File: config.mk
export PLATFORM = sky130hd
export DESIGN_NAME = core_fsm
export DESIGN_NICKNAME = d
export VERILOG_FILES = /design/src/hdl/rv_pkg.sv /design/src/hdl/core_fsm.sv
export SDC_FILE = /design/constraint.sdc
export NUM_CORES = 1
export LEC_CHECK = 0
export BUFFER_PORTS_ARGS = -buffer_cell sky130_fd_sc_hd__buf_2
export CORE_AREA = 3 3 40 42
export CTS_BUF_LIST = sky130_fd_sc_hd__clkbuf_2 sky130_fd_sc_hd__clkbuf_4 sky130_fd_sc_hd__clkbuf_8
export CTS_CLUSTER_DIAMETER = 40
export DETAILED_ROUTE_END_ITERATION = 10
export DIE_AREA = 0 0 43 45
export PLACE_DENSITY = 0.43
export SYNTH_ARGS = -nofsm -noshare
export SYNTH_HDL_FRONTEND = slang
export SYNTH_SLANG_ARGS = --single-unit
export TNS_END_PERCENT = 1
File: constraint.sdc
create_clock -name clk -period 1.7 [get_ports clk]
set_input_delay 0.17 -clock clk [delete_from_list [all_inputs] [get_ports clk]]
set_output_delay 0.17 -clock clk [all_outputs]
set_load 0.01 [all_outputs]
File: src/hdl/rv_pkg.sv
// shared core definitions
// opcode constants, decoder field encodings, ALU control enum, FSM states
package rv_pkg;

    localparam int XLEN = 32; // data width

    localparam logic [6:0] OP_LOAD   = 7'b0000011; // lw
    localparam logic [6:0] OP_IMM    = 7'b0010011; // addi .. srai
    localparam logic [6:0] OP_JALR   = 7'b1100111;
    localparam logic [6:0] OP_STORE  = 7'b0100011; // sw
    localparam logic [6:0] OP_REG    = 7'b0110011; // add .. and
    localparam logic [6:0] OP_BRANCH = 7'b1100011;
    localparam logic [6:0] OP_JAL    = 7'b1101111;
    localparam logic [6:0] OP_AUIPC  = 7'b0010111;
    localparam logic [6:0] OP_LUI    = 7'b0110111;

    localparam logic [1:0] RES_ALU   = 2'b00; // writeback from alu
    localparam logic [1:0] RES_MEM   = 2'b01; // from ram
    localparam logic [1:0] RES_PC4   = 2'b10; // link value
    localparam logic [1:0] RES_UPPER = 2'b11; // upper-immediate adder

    localparam logic [2:0] IMM_I     = 3'b000;
    localparam logic [2:0] IMM_S     = 3'b001;
    localparam logic [2:0] IMM_B     = 3'b010; // 13 bit, lsb zero
    localparam logic [2:0] IMM_J     = 3'b011; // 21 bit, lsb zero
    localparam logic [2:0] IMM_U     = 3'b100; // upper 20 bits
    localparam logic [2:0] IMM_SHAMT = 3'b101; // zero-extended shamt

    localparam logic [1:0] ALUOP_ADD    = 2'b00; // address add
    localparam logic [1:0] ALUOP_BRANCH = 2'b01; // compare only
    localparam logic [1:0] ALUOP_FUNCT  = 2'b10; // r-type
    localparam logic [1:0] ALUOP_IMM    = 2'b11; // i-type, funct7 for shifts only

    typedef enum logic [3:0] {
        ALU_ADD, ALU_SUB, ALU_SLL, ALU_SLT, ALU_SLTU,
        ALU_XOR, ALU_SRL, ALU_SRA, ALU_OR, ALU_AND
    } alu_ctrl_e;

    typedef enum logic [1:0] {FETCH, EXEC, MEM, WB} core_state_e;

endpackage

File: src/hdl/core_fsm.sv
// fetch, execute, memory, writeback sequencer
// instruction handshake, enables, retire pulse and illegal flag
`timescale 1ns/1ns
module core_fsm import rv_pkg::*; (
    input  logic clk,
    input  logic arst_n,
    input  logic instr_valid,
    input  logic mreq,
    input  logic illegal,
    input  logic timer_done,
    output logic instr_ready,
    output logic ir_load,
    output logic exec_en,
    output logic mem_en,
    output logic timer_start,
    output logic rf_we,
    output logic pc_we,
    output logic retire_valid,
    output logic retire_illegal
);

    core_state_e state, state_nx;

    always_comb begin
        state_nx = state;
        case (state)
            FETCH:   if (instr_valid) state_nx = EXEC;  // hold while no instruction
            EXEC:    state_nx = (mreq && !illegal) ? MEM : WB;
            MEM:     if (timer_done) state_nx = WB;     // last wait cycle
            default: state_nx = FETCH;
        endcase
    end

    assign instr_ready  = (state == FETCH);
    assign ir_load      = (state == FETCH) && instr_valid;
    assign exec_en      = (state == EXEC);
    assign mem_en       = (state == MEM) && timer_done; // ram touched once
    assign rf_we        = (state == WB);
    assign pc_we        = (state == WB);
    assign retire_valid = (state == WB);

    always_ff @(posedge clk or negedge arst_n) begin
        if (!arst_n) begin
            state          <= FETCH;
            timer_start    <= 1'b0;
            retire_illegal <= 1'b0;
        end else begin
            state       <= state_nx;
            timer_start <= (state == EXEC) && mreq && !illegal; // first mem cycle
            if (state == EXEC) retire_illegal <= illegal;
        end
    end

    // a retire never overlaps the next handshake
    assert property (@(posedge clk) disable iff (!arst_n) !(instr_ready && retire_valid));
    // pc moves only in wb, reached from exec or mem
    assert property (@(posedge clk) disable iff (!arst_n)
        pc_we |-> state == WB && $past(state) inside {EXEC, MEM});

endmodule

# Word level (Yosys, flattened, before mapping)
# Cells that the tools add are included.
# Widths: inputs -> output; s select.
[totals] reg_bits=4 latchBits=0 mem_bits_rw=0 romBits=0 in_bits=6 wordCells=20 memories=0
[classes] n_addsub=0 multipliers=0 n_div=0 order_cmp=0 n_eq_ne=5 n_shift=0 mux=4 bitwise_logic=0 n_reduce_logical=8
[ops] op="$pmux 2 s3" n=1
[ops] op="$logic_and 1x1->1" n=5
[ops] op="$eq 2x2->1 const B" n=2
[ops] op="$mux 2" n=2
[ops] op="$ne 2x2->1 const B" n=2
[ops] op="$eq 2x1->1 const B" n=1
[ops] op="$logic_not 2->1" n=1
[ops] op="$reduce_and 2->1" n=1
[ops] op="$logic_not 1->1" n=1
[ops] op="$mux 1" n=1

# Logic depth before layout (Yosys ltp)
# Gate-level depths: netlist (run 1).
[depth] depth_word=4 mapped_depth=5 depth_no_buf=5

# Worst setup path after synthesis (run 1)
# OpenSTA, ideal clock, no wires.
[synth_path] path_type="reg-to-reg" from="register state[0]" to="register state[1]" setup_ps=125 arrival_time_ps=1358 t_required_ps=1575 path_slack_ps=217 stages_incl_launch_ff=6 path_buffers=0 cell_sequence="dfrtp_1 inv_1 ha_1 and2b_1 or2_4 mux2_4"
[synth_between] elab_chain_cells=3 elab_cells_between_ends=7
[synth_rtl] element="from (decl)" line_no="core_fsm.sv:22" rtl="core_state_e state, state_nx;"
[synth_rtl] element="from (signal assigned)" line_no="core_fsm.sv:48" rtl="state <= state_nx;"
[synth_rtl] element="$logic_not 2->1 *"
[synth_rtl] element="via instr_ready" line_no="core_fsm.sv:11" rtl="output logic instr_ready,"
[synth_rtl] element="$ne 2x2->1 (no source line)"
[synth_rtl] element="$reduce_and 2->1 (no source line)"
# The timed path passes the listed nets; every way through them passes the cells marked *.
# A chain may end at the register's enable or synchronous reset.

# Final worst setup path (run 1)
[layout_path] from="register state[0]" to="register state[1]"
[layout_between] elab_chain_cells=3 elab_cells_between_ends=7
[layout_rtl] element="$eq 2x2->1 / $logic_not 2->1 (equally long branches)" line_no="core_fsm.sv:26" rtl="case (state)"
[layout_rtl] element="$ne 2x2->1 (no source line)"
[layout_rtl] element="$reduce_and 2->1 (no source line)"
# Several ways; a longest one is shown, not always the timed one.

==> metrics.txt, run 1 <==
Area Overhead vs Synth=39.4%; Critical Path Sink Type=register; register area share after synthesis=37.0%; Die ar.=a little under 0.002 mm^2; worst endpoint required time=1810 ps; Relative slew margins=86.6%; Final period util=89.2%; wire length per cell=9.55 um; antenna-violating nets left=0; final hold vios=0; Cell Int Power=0.419 mW; r2r worst-path depth=5; RSZ-0062 raised after global routing=false; worst path cell trace=inv_1, ha_1, and2b_1, or2_4, mux2_4; final hold slack=184 ps; ranking of synthesized cells by area=dfrtp_1 37%, ha_1 19%, and2b_1 5.6%; GRT Total Usage=roughly 6.3%; CTS tree=built; Antenna diodes=0; max frequency=roughly 660 MHz; Die W=between 40 and 50 um; Reg power frac=between 20% and 30%; FF-to-FF setup slack=180 ps; syn_area_per_cell=10.8 um^2; met3 Use GR=1.20%; largest net degree at the start of global routing=5; WP data arrival=1620 ps; worst r2r dst=state[1]; pre-CTS WS=180 ps; Worst Hold Class=in -> reg; maximum vdd drop=0.674 mV; busiest grt layer=met2; slowest CP cell=dfrtp_1; Worst Skew=just over 2 ps; total congestion overflow=0; Setup Fix Bufs, Post-CTS=0; initial antenna violation count=0; Hold Crit Depth=2; Tot Pwr=0.675 mW; Die Ht=about 45 um; post-synth top area share=between 30% and 40%; endpoints failing setup=0; port bufs=14; DRC=0; placed cell area=344 um^2; CP max FO=4; fin worst setup slack=184 ps; top cell type by total area after synthesis=dfrtp_1; most frequent cells in the layout=14 x buf_2, 4 x ha_1, 4 x dfrtp_1, 3 x inv_1, 3 x clkbuf_4; Vias per Instance=3.95; Synth Net Count=35; Synthesis Warnings=0; critical path class=reg -> reg; WL final=535 um; Net Sw Frac=37.9%; DRT Pass-1 Iters=1; fill count=145; Hold Crit Start=illegal; fin. max-slew vios=0; gpl congestion=between 0.6 and 0.7; worst skew pair latency=230 ps; CP Launch Type=register; H-tree level count=1; Post-DP HPWL=451 um; count of cell types in the netlist=15; status=complete, no violations; clk root buf=clkbuf_4; LEAKAGE=0.216 nW; Clock Sinks=4; GR Layer Usage met2=around 11%; worst r2r src=state[0]; layout cell share with drive strength beyond 1=between 50% and 60%; cell area after layout=roughly 380 um^2; CTS Buffer Depth=2; worst-margin pin slew=199 ps; DRT iter0 DRCs=0; core box area=0.00128 mm^2; initial core utilization=21.0%; commonest non-fill, non-tap cell in the layout=buf_2; # rows=13; Top Ports=15; cells after synthesis=25; met1 global-route usage=5.57%; Num CTS Buffers=3; Clock power frac=17.0%; power per cell area=1790 mW/mm^2; slowest stage delay, CP=380 ps; number of synthesized register bits=4; Net Sw Power=~0.26 mW; DR vias=221; Worst-path clk slew=40 ps; Post-Syn Area=270 um^2; first-pass GRT wire length=between 800 and 900 um; Hold Crit Endpoint=retire_illegal; vias in the first global route=approximately 230; fin nets=53; maxcap violations=0; combinational power share=roughly 58%; Tmin final=1520 ps; setup TNS=0 ps
per-stage QoR:
step | utilization, % | std cells
5_1_grt | 29.3 | 56
4_1_cts | 29.3 | 56
3_5_place_dp | 26.8 | 52
6_report | 29.3 | 56
3_3_place_gp | 26.8 | 52
2_1_floorplan | - | 25
routing by layer:
layer	vias up	routed length [um]
met2	8	302
li1	111	-
met4	0	0
met1	102	195
met5	-	0
met3	0	36
area by class of cell:
cell class	instances	area (um^2)	area share, %
flip-flops and latches	4	100	26.6
multi-input cells	16	144	38.2
inverters	3	11.3	2.99
repair buffers	15	80.1	21.3
well taps	15	18.8	4.98
clock buffers	3	22.5	5.98
what timing repair did:
item,CTS,global route
hold endpoints to repair,4,0
hold buffers,1,0
resized for setup,0,0
logic make-up after synthesis:
group | share of synthesized area [%]
flops | 37.0
compound gates | 7.41
fa+ha+maj | 18.5
buf+inv | 9.72
simple gates | 17.6
mux | 9.72
worst max-delay path by stage:
stage	from	endpoint	slack [ps]	cells after the start
2_1_floorplan	state[0]	state[1]	220	5
4_1_cts	state[0]	state[1]	170	5
3_3_place_gp	state[0]	state[1]	200	5
5_1_grt	state[0]	state[1]	120	5
3_5_place_dp	state[1]	state[1]	180	5
6_report	state[0]	state[1]	180	5
state kept, by name (all words and copies together) (netlist names):
register and flops:
state 2, timer_start 1, retire_illegal 1
power by group through the flow:
stage	sequential [mW]	clock, mW	combinational [mW]
after floorplan	0.173	0	0.291
after global placement	0.169	0	0.393
after detailed placement	0.173	0	0.396
after CTS	0.171	0.123	0.403
after global routing	0.177	0.132	0.434
final	0.171	0.115	0.390
cell usage after synthesis:
library cell / count
a211oi_1: 1
and2_1: 1
and2_2: 1
and2b_1: 2
buf_4: 2
dfrtp_1: 4
ha_1: 4
inv_1: 3
mux2_2: 1
mux2_4: 1
nand2b_1: 1
nor2_1: 1
o21ai_0: 1
o31ai_1: 1
or2_4: 1
worst max-delay path: cells and delay by family, from the launching register on:
| family | cells | cell delay [ps] |
|---|---|---|
| fa+ha+maj | 1 | 220 |
| buf+inv | 1 | 70 |
| simple gates | 2 | 420 |
| flops | 1 | 380 |
| mux | 1 | 300 |
No activity file was read; power rests on OpenSTA's default activity.
==> inputs of run 2 (changes only) <==
--- a/config.mk
+++ b/config.mk
@@ -5,7 +5,7 @@
 export SDC_FILE = /design/constraint.sdc
 export NUM_CORES = 1
 export LEC_CHECK = 0
-export BUFFER_PORTS_ARGS = -buffer_cell sky130_fd_sc_hd__buf_2
+export BUFFER_PORTS_ARGS = -buffer_cell sky130_fd_sc_hd__buf_4
 export CORE_AREA = 3 3 40 42
 export CTS_BUF_LIST = sky130_fd_sc_hd__clkbuf_2 sky130_fd_sc_hd__clkbuf_4 sky130_fd_sc_hd__clkbuf_8
 export CTS_CLUSTER_DIAMETER = 40
==> constraint.sdc (replaced) <==
create_clock -name clk -period 1.7 [get_ports clk]
set_input_delay 0.255 -clock clk [delete_from_list [all_inputs] [get_ports clk]]
set_output_delay 0.255 -clock clk [all_outputs]
set_load 0.01 [all_outputs]
==> run 2 against run 1 <==
Effect of this change: register-to-register slack about the same; cell count unchanged; first-iteration DRC count unchanged; total power increased by 8.0%; clock power about the same; combinational power increased by 13%; hold slack improved by 83 ps; global-route usage increased by 0.51 points; critical path type unchanged; critical endpoint unchanged; largest cell class unchanged.
==> metrics.txt, run 2 (same netlist as run 1, synthesis figures left out) <==
WP data arrival=1640 ps (+20 ps); endpoints failing setup=0 (unchanged); Hold Crit Endpoint=retire_illegal; CTS tree=built; worst r2r src=state[1]; max reg flops=2 (unchanged); CTS Buffer Depth=2 (unchanged); Die Ht=45 um (unchanged); total congestion overflow=0 (unchanged); worst endpoint required time=1810 ps (about the same); Critical Path Sink Type=register; Hold Crit Start=illegal; port bufs=14 (unchanged); initial antenna violation count=0 (unchanged); Biggest register=state; Clock Sinks=4 (unchanged); DRT Pass-1 Iters=1 (unchanged); CP Launch Type=register; pre-CTS WS=182 ps (+2.36 ps); Tot Pwr=0.729 mW (+8.0%); DR vias=231 (+4.5%); fin nets=53 (unchanged); fin. max-slew vios=0 (unchanged); first-pass GRT wire length=952 um (+9.6%); Die W=43 um (unchanged); max frequency=655 MHz (-0.70%); clk root buf=clkbuf_4; fin worst setup slack=173 ps (-10.7 ps); status=complete, no violations; setup TNS=0 ps (unchanged); power per cell area=1770 mW/mm^2 (-1.2%); gpl congestion=0.736 (+11%); H-tree level count=1 (unchanged); worst skew pair latency=230 ps (about the same); vias in the first global route=224 (-1.8%); Worst Hold Class=in -> reg; Post-CTS Resized=0 (unchanged); Tmin final=1530 ps (+10.7 ps); Die ar.=0.00194 mm^2 (unchanged); CP max FO=4 (unchanged); Worst Skew=2.37 ps (+0.339 ps); Top Ports=15 (unchanged); Num CTS Buffers=3 (unchanged); wire length per cell=9.61 um (+0.56%); slowest CP cell=dfrtp_1; maximum vdd drop=0.703 mV (+4.3%); LEAKAGE=0.223 nW (+3.2%); FF-to-FF setup slack=170 ps (about the same); Area Overhead vs Synth=52.3%; largest net degree at the start of global routing=5 (unchanged); critical path class=reg -> reg; CP top delay family=simple AND/OR/NAND/NOR gates; Hold Crit Depth=2 (unchanged); final hold vios=0 (unchanged); commonest non-fill, non-tap cell in the layout=buf_4; RSZ-0062 raised after global routing=false; cell count after placement=52 (unchanged); initial core utilization=21.0% (unchanged); Antenna diodes=0 (unchanged); maxcap violations=0 (unchanged); Buf+Inv Stages, Crit Path=1 (unchanged); antenna-violating nets left=0 (unchanged); Util after Layout=32.0% (+2.7 points); biggest regs=state: 2 flops, retire_illegal: 1 flops, timer_start: 1 flops; WL final=538 um (+0.56%); Finished Layout Cells=56 (unchanged); DRC=0 (unchanged); Worst-path clk slew=30 ps (about the same); fill count=132 (-9.0%); Relative slew margins=86.8% (+0.17 points); r2r worst-path depth=5 (unchanged); GRT Total Usage=6.84% (+0.51 points); layout cell share with drive strength beyond 1=51.2% (unchanged); Worst Setup SP=state[1]; Vias per Instance=4.13 (+4.5%); slowest stage delay, CP=400 ps (+20 ps); Final period util=89.8% (+0.63 points); worst path cell trace=inv_1, ha_1, and2b_1, or2_4, mux2_4; DRT iter0 DRCs=0 (unchanged); core box area=0.00128 mm^2 (unchanged); # rows=13 (unchanged); worst r2r dst=state[1]; most frequent cells in the layout=14 x buf_4, 4 x ha_1, 4 x dfrtp_1, 3 x inv_1, 3 x clkbuf_4; worst-margin pin slew=197 ps (-2.01 ps)
## run 2: cell counts in the layout (fill, tap and decap cells not counted)
No cell type changed its count.
## run 2: per-stage QoR
step | hold WS (ps) | area, um^2
after detailed placement | 52.1 | 379
after floorplan | -40.6 | 270
final | 268 | 412
after global placement | 53.2 | 379
after global routing | 280 | 412
after CTS | 264 | 412
## run 2: metal layers
layer	GRT usage [%]	wire length (um)	vias to the layer above
met2	9.58	260	11
met1	7.52	208	105
li1	-	-	112
met4	5.42	10	0
met5	0	0	-
met3	3.98	60	3
## run 2: what timing repair did
action / 4_1_cts / 5_1_grt
endpoints found under the hold margin: 4 / 0
setup endpoints to repair: 0 / 0
buffers inserted: 0 / 0
hold buffers: 1 / 0
## run 2: layout make-up
type / count / area (um^2) / area share, %
Clock buffer: 3 / 22.5 / 5.47
Tap cell: 15 / 18.8 / 4.56
Multi-Input combinational cell: 16 / 144 / 35.0
Timing Repair Buffer: 15 / 115 / 28.0
Inverter: 3 / 11.3 / 2.74
Sequential cell: 4 / 100 / 24.3
## run 2: how the worst max path moves through the flow
stage               end  slack, ps  cells past startpoint
6_report       state[1]        170                      5
5_1_grt        state[1]        100                      5
4_1_cts        state[1]        170                      5
3_5_place_dp   state[1]        180                      5
3_3_place_gp   state[1]        180                      5
2_1_floorplan  state[1]        220                      5
## run 2: report_power, final
part / leakage (nW) / switching, mW / internal, mW
logic: 0.159 / 0.189 / 0.251
registers: 0.0493 / 0.0366 / 0.139
clock network: 0.0138 / 0.0348 / 0.0786
total: 0.223 / 0.261 / 0.468
==> inputs of run 3 (changes only) <==
--- a/config.mk
+++ b/config.mk
@@ -5,13 +5,14 @@
 export SDC_FILE = /design/constraint.sdc
 export NUM_CORES = 1
 export LEC_CHECK = 0
+export ABC_AREA = 1
 export BUFFER_PORTS_ARGS = -buffer_cell sky130_fd_sc_hd__buf_4
 export CORE_AREA = 3 3 40 42
 export CTS_BUF_LIST = sky130_fd_sc_hd__clkbuf_2 sky130_fd_sc_hd__clkbuf_4 sky130_fd_sc_hd__clkbuf_8
 export CTS_CLUSTER_DIAMETER = 40
 export DETAILED_ROUTE_END_ITERATION = 10
 export DIE_AREA = 0 0 43 45
-export PLACE_DENSITY = 0.43
+export PLACE_DENSITY = 0.44
 export SYNTH_ARGS = -nofsm -noshare
 export SYNTH_HDL_FRONTEND = slang
 export SYNTH_SLANG_ARGS = --single-unit
==> run 3 against run 2 <==
Effect of this change: setup slack improved by 120 ps; sequential share of layout area decreased by 0.51 points; combinational power is essentially flat; design area is 2.1% higher; clock power is essentially flat; register-to-register slack gained 400 ps; cell count is 21% higher; via count grew 10%; sequential cell count stayed put; synthesized area up 3.2%; synthesized cell count rose by 48%.
==> metrics.txt, run 3 <==
Buf+Inv Stages, Crit Path=3 (+2); biggest regs=state: 2 flops, retire_illegal: 1 flops, timer_start: 1 flops; Clock Sinks=4 (unchanged); hold-fix buffers at CTS=1 (unchanged); endpoints failing setup=0 (unchanged); first-pass GRT wire length=779 um (-18%); clk root buf=clkbuf_4; maxcap violations=0 (unchanged); CTS Buffer Depth=2 (unchanged); register area share after synthesis=35.9% (-1.2 points); worst endpoint required time=1440 ps (-370 ps); worst skew pair latency=230 ps (about the same); Die Ht=45 um (unchanged); Tot Pwr=0.719 mW (-1.4%); Die ar.=0.00194 mm^2 (unchanged); syn_area_per_cell=7.54 um^2 (-30%); Top Ports=15 (unchanged); critical path class=reg -> out; top-count cell post-synth=nand2_1; port bufs=14 (unchanged); largest net degree at the start of global routing=6 (+1); count of cell types in the netlist=10 (-5); Tmin final=1410 ps (-115 ps); post-synth top area share=35.9% (-1.2 points); EDFF count, synth=0 (unchanged); cell count after placement=64 (+23%); DR vias=254 (+10%); GRT Total Usage=5.76% (-1.1 points); Critical Path Sink Type=output pin; ranking of synthesized cells by area=dfrtp_1 36%, ha_1 18%, nand2_1 15%; number of synthesized register bits=4 (unchanged); FFs w/ async S/R, synth=100% (unchanged); cell area after layout=420 um^2 (+2.1%); Biggest register=state; most frequent cells in the layout=14 x buf_4, 11 x nand2_1, 7 x inv_1, 4 x ha_1, 4 x dfrtp_1; Finished Layout Cells=68 (+21%); Worst Hold Class=in -> reg; Relative slew margins=89.1% (+2.3 points); slowest CP cell=dfrtp_1; Synthesis Warnings=0 (unchanged); Post-CTS Resized=0 (unchanged); LEAKAGE=0.258 nW (+16%); Worst-path clk slew=30 ps (about the same); Post-Syn Area=279 um^2 (+3.2%); Synth Net Count=47 (+34%); ys flop type=dfrtp_1; fill count=144 (+9.1%); Area Overhead vs Synth=50.7%; wire length per cell=7.21 um (-25%); Antenna diodes=0 (unchanged); vias in the first global route=225 (+0.45%); placed cell area=388 um^2 (+2.3%); slowest stage delay, CP=380 ps (-20 ps); total congestion overflow=0 (unchanged); Num CTS Buffers=3 (unchanged); fin. max-slew vios=0 (unchanged); initial antenna violation count=0 (unchanged); CP top delay family=flip-flops; Util after Layout=32.7% (+0.68 points); DRT iter0 DRCs=2 (+2); # rows=13 (unchanged); H-tree level count=1 (unchanged); Setup Fix Bufs, Post-CTS=0 (unchanged); Post-DP HPWL=451 um; Final period util=83.0% (-6.8 points); top cell type by total area after synthesis=dfrtp_1; status=complete, no violations; maximum vdd drop=0.628 mV (-11%); power per cell area=1710 mW/mm^2 (-3.4%); cells after synthesis=37 (+48%); core box area=0.00128 mm^2 (unchanged); WL final=490 um (-8.9%); Vias per Instance=3.74 (-9.4%); Die W=43 um (unchanged); antenna-violating nets left=0 (unchanged); worst-margin pin slew=164 ps (-33.0 ps); most instantiated cells after synthesis=11 x nand2_1, 7 x inv_1, 4 x dfrtp_1, 4 x ha_1; DRT Pass-1 Iters=2 (+1); fin nets=65 (+23%); DRC=0 (unchanged); CTS tree=built; max frequency=709 MHz (+8.2%); setup TNS=0 ps (unchanged); gpl congestion=0.603 (-18%); r2r worst-path depth=7 (+2); worst path cell trace=inv_1, ha_1, nand2_1, inv_1, buf_4; max reg flops=2 (unchanged); cell depth of the worst setup path=5 (unchanged); CP Launch Type=register; final hold vios=0 (unchanged); Hold Crit Depth=2 (unchanged); Worst Skew=2.71 ps (+0.342 ps); RSZ-0062 raised after global routing=false; Most common cell on crit path=inv_1; WP data arrival=1160 ps (-480 ps); commonest non-fill, non-tap cell in the layout=buf_4; layout cell share with drive strength beyond 1=39.6% (-12 points); CP max FO=4 (unchanged); initial core utilization=21.7% (+0.68 points)
## run 3: kinds of logic after synthesis
group / after synthesis / synth area share, %
AOI/OAI and AO/OA: 1 / 1.79
adders and majority gates: 4 / 17.9
buffers and inverters: 9 / 14.8
DFF: 4 / 35.9
and+or+nand+nor: 19 / 29.6
## run 3: per-layer routing
metal  part of all wire [%]  vias up  global-route usage, %
li1                       -      137                      -
met1                     38      113                   5.60
met2                     57        4                   9.28
met3                    4.5        0                   1.20
met4                      0        0                   7.23
met5                      0        -                      0
## run 3: through the flow
| stage | hold slack (ps) | setup slack [ps] |
|---|---|---|
| 2_1_floorplan | -40.6 | 570 |
| 3_3_place_gp | 53.0 | 520 |
| 3_5_place_dp | 51.7 | 514 |
| 4_1_cts | 181 | 271 |
| 5_1_grt | 196 | 169 |
| 6_report | 187 | 289 |
## run 3: where the power goes
group,total (mW),switching [mW],internal [mW]
Combinational,0.439,0.227,0.211
Clock,0.110,0.0318,0.0784
Sequential,0.170,0.0315,0.138
Total,0.719,0.291,0.428
## run 3: worst paths after layout
kind | endpoint | slack (ps) | from
max | ir_load | 290 | state[0]
min | timer_start | 190 | illegal
max reg2reg | state[0] | 570 | state[0]
min reg2reg | retire_illegal | 520 | retire_illegal
max in group asynchronous | state[1] | 1240 | arst_n
min in group asynchronous | retire_illegal | 360 | arst_n
## run 3: layout make-up
type	instances	area [um^2]	share of cell area, %
clock buffer	3	22.5	5.36
inverter	7	26.3	6.25
multi-input combinational	24	138	32.7
sequential	4	100	23.8
tap	15	18.8	4.46
timing repair buffer	15	115	27.4
## run 3: worst reg2reg max path, delay by kind of cell (launching register included)
kind / cells / cell delay [ps]
adder cells (fa/ha/maj): 1 / 220
buffers and inverters: 1 / 90
flip-flops: 1 / 400
AND/OR/NAND/NOR: 5 / 310
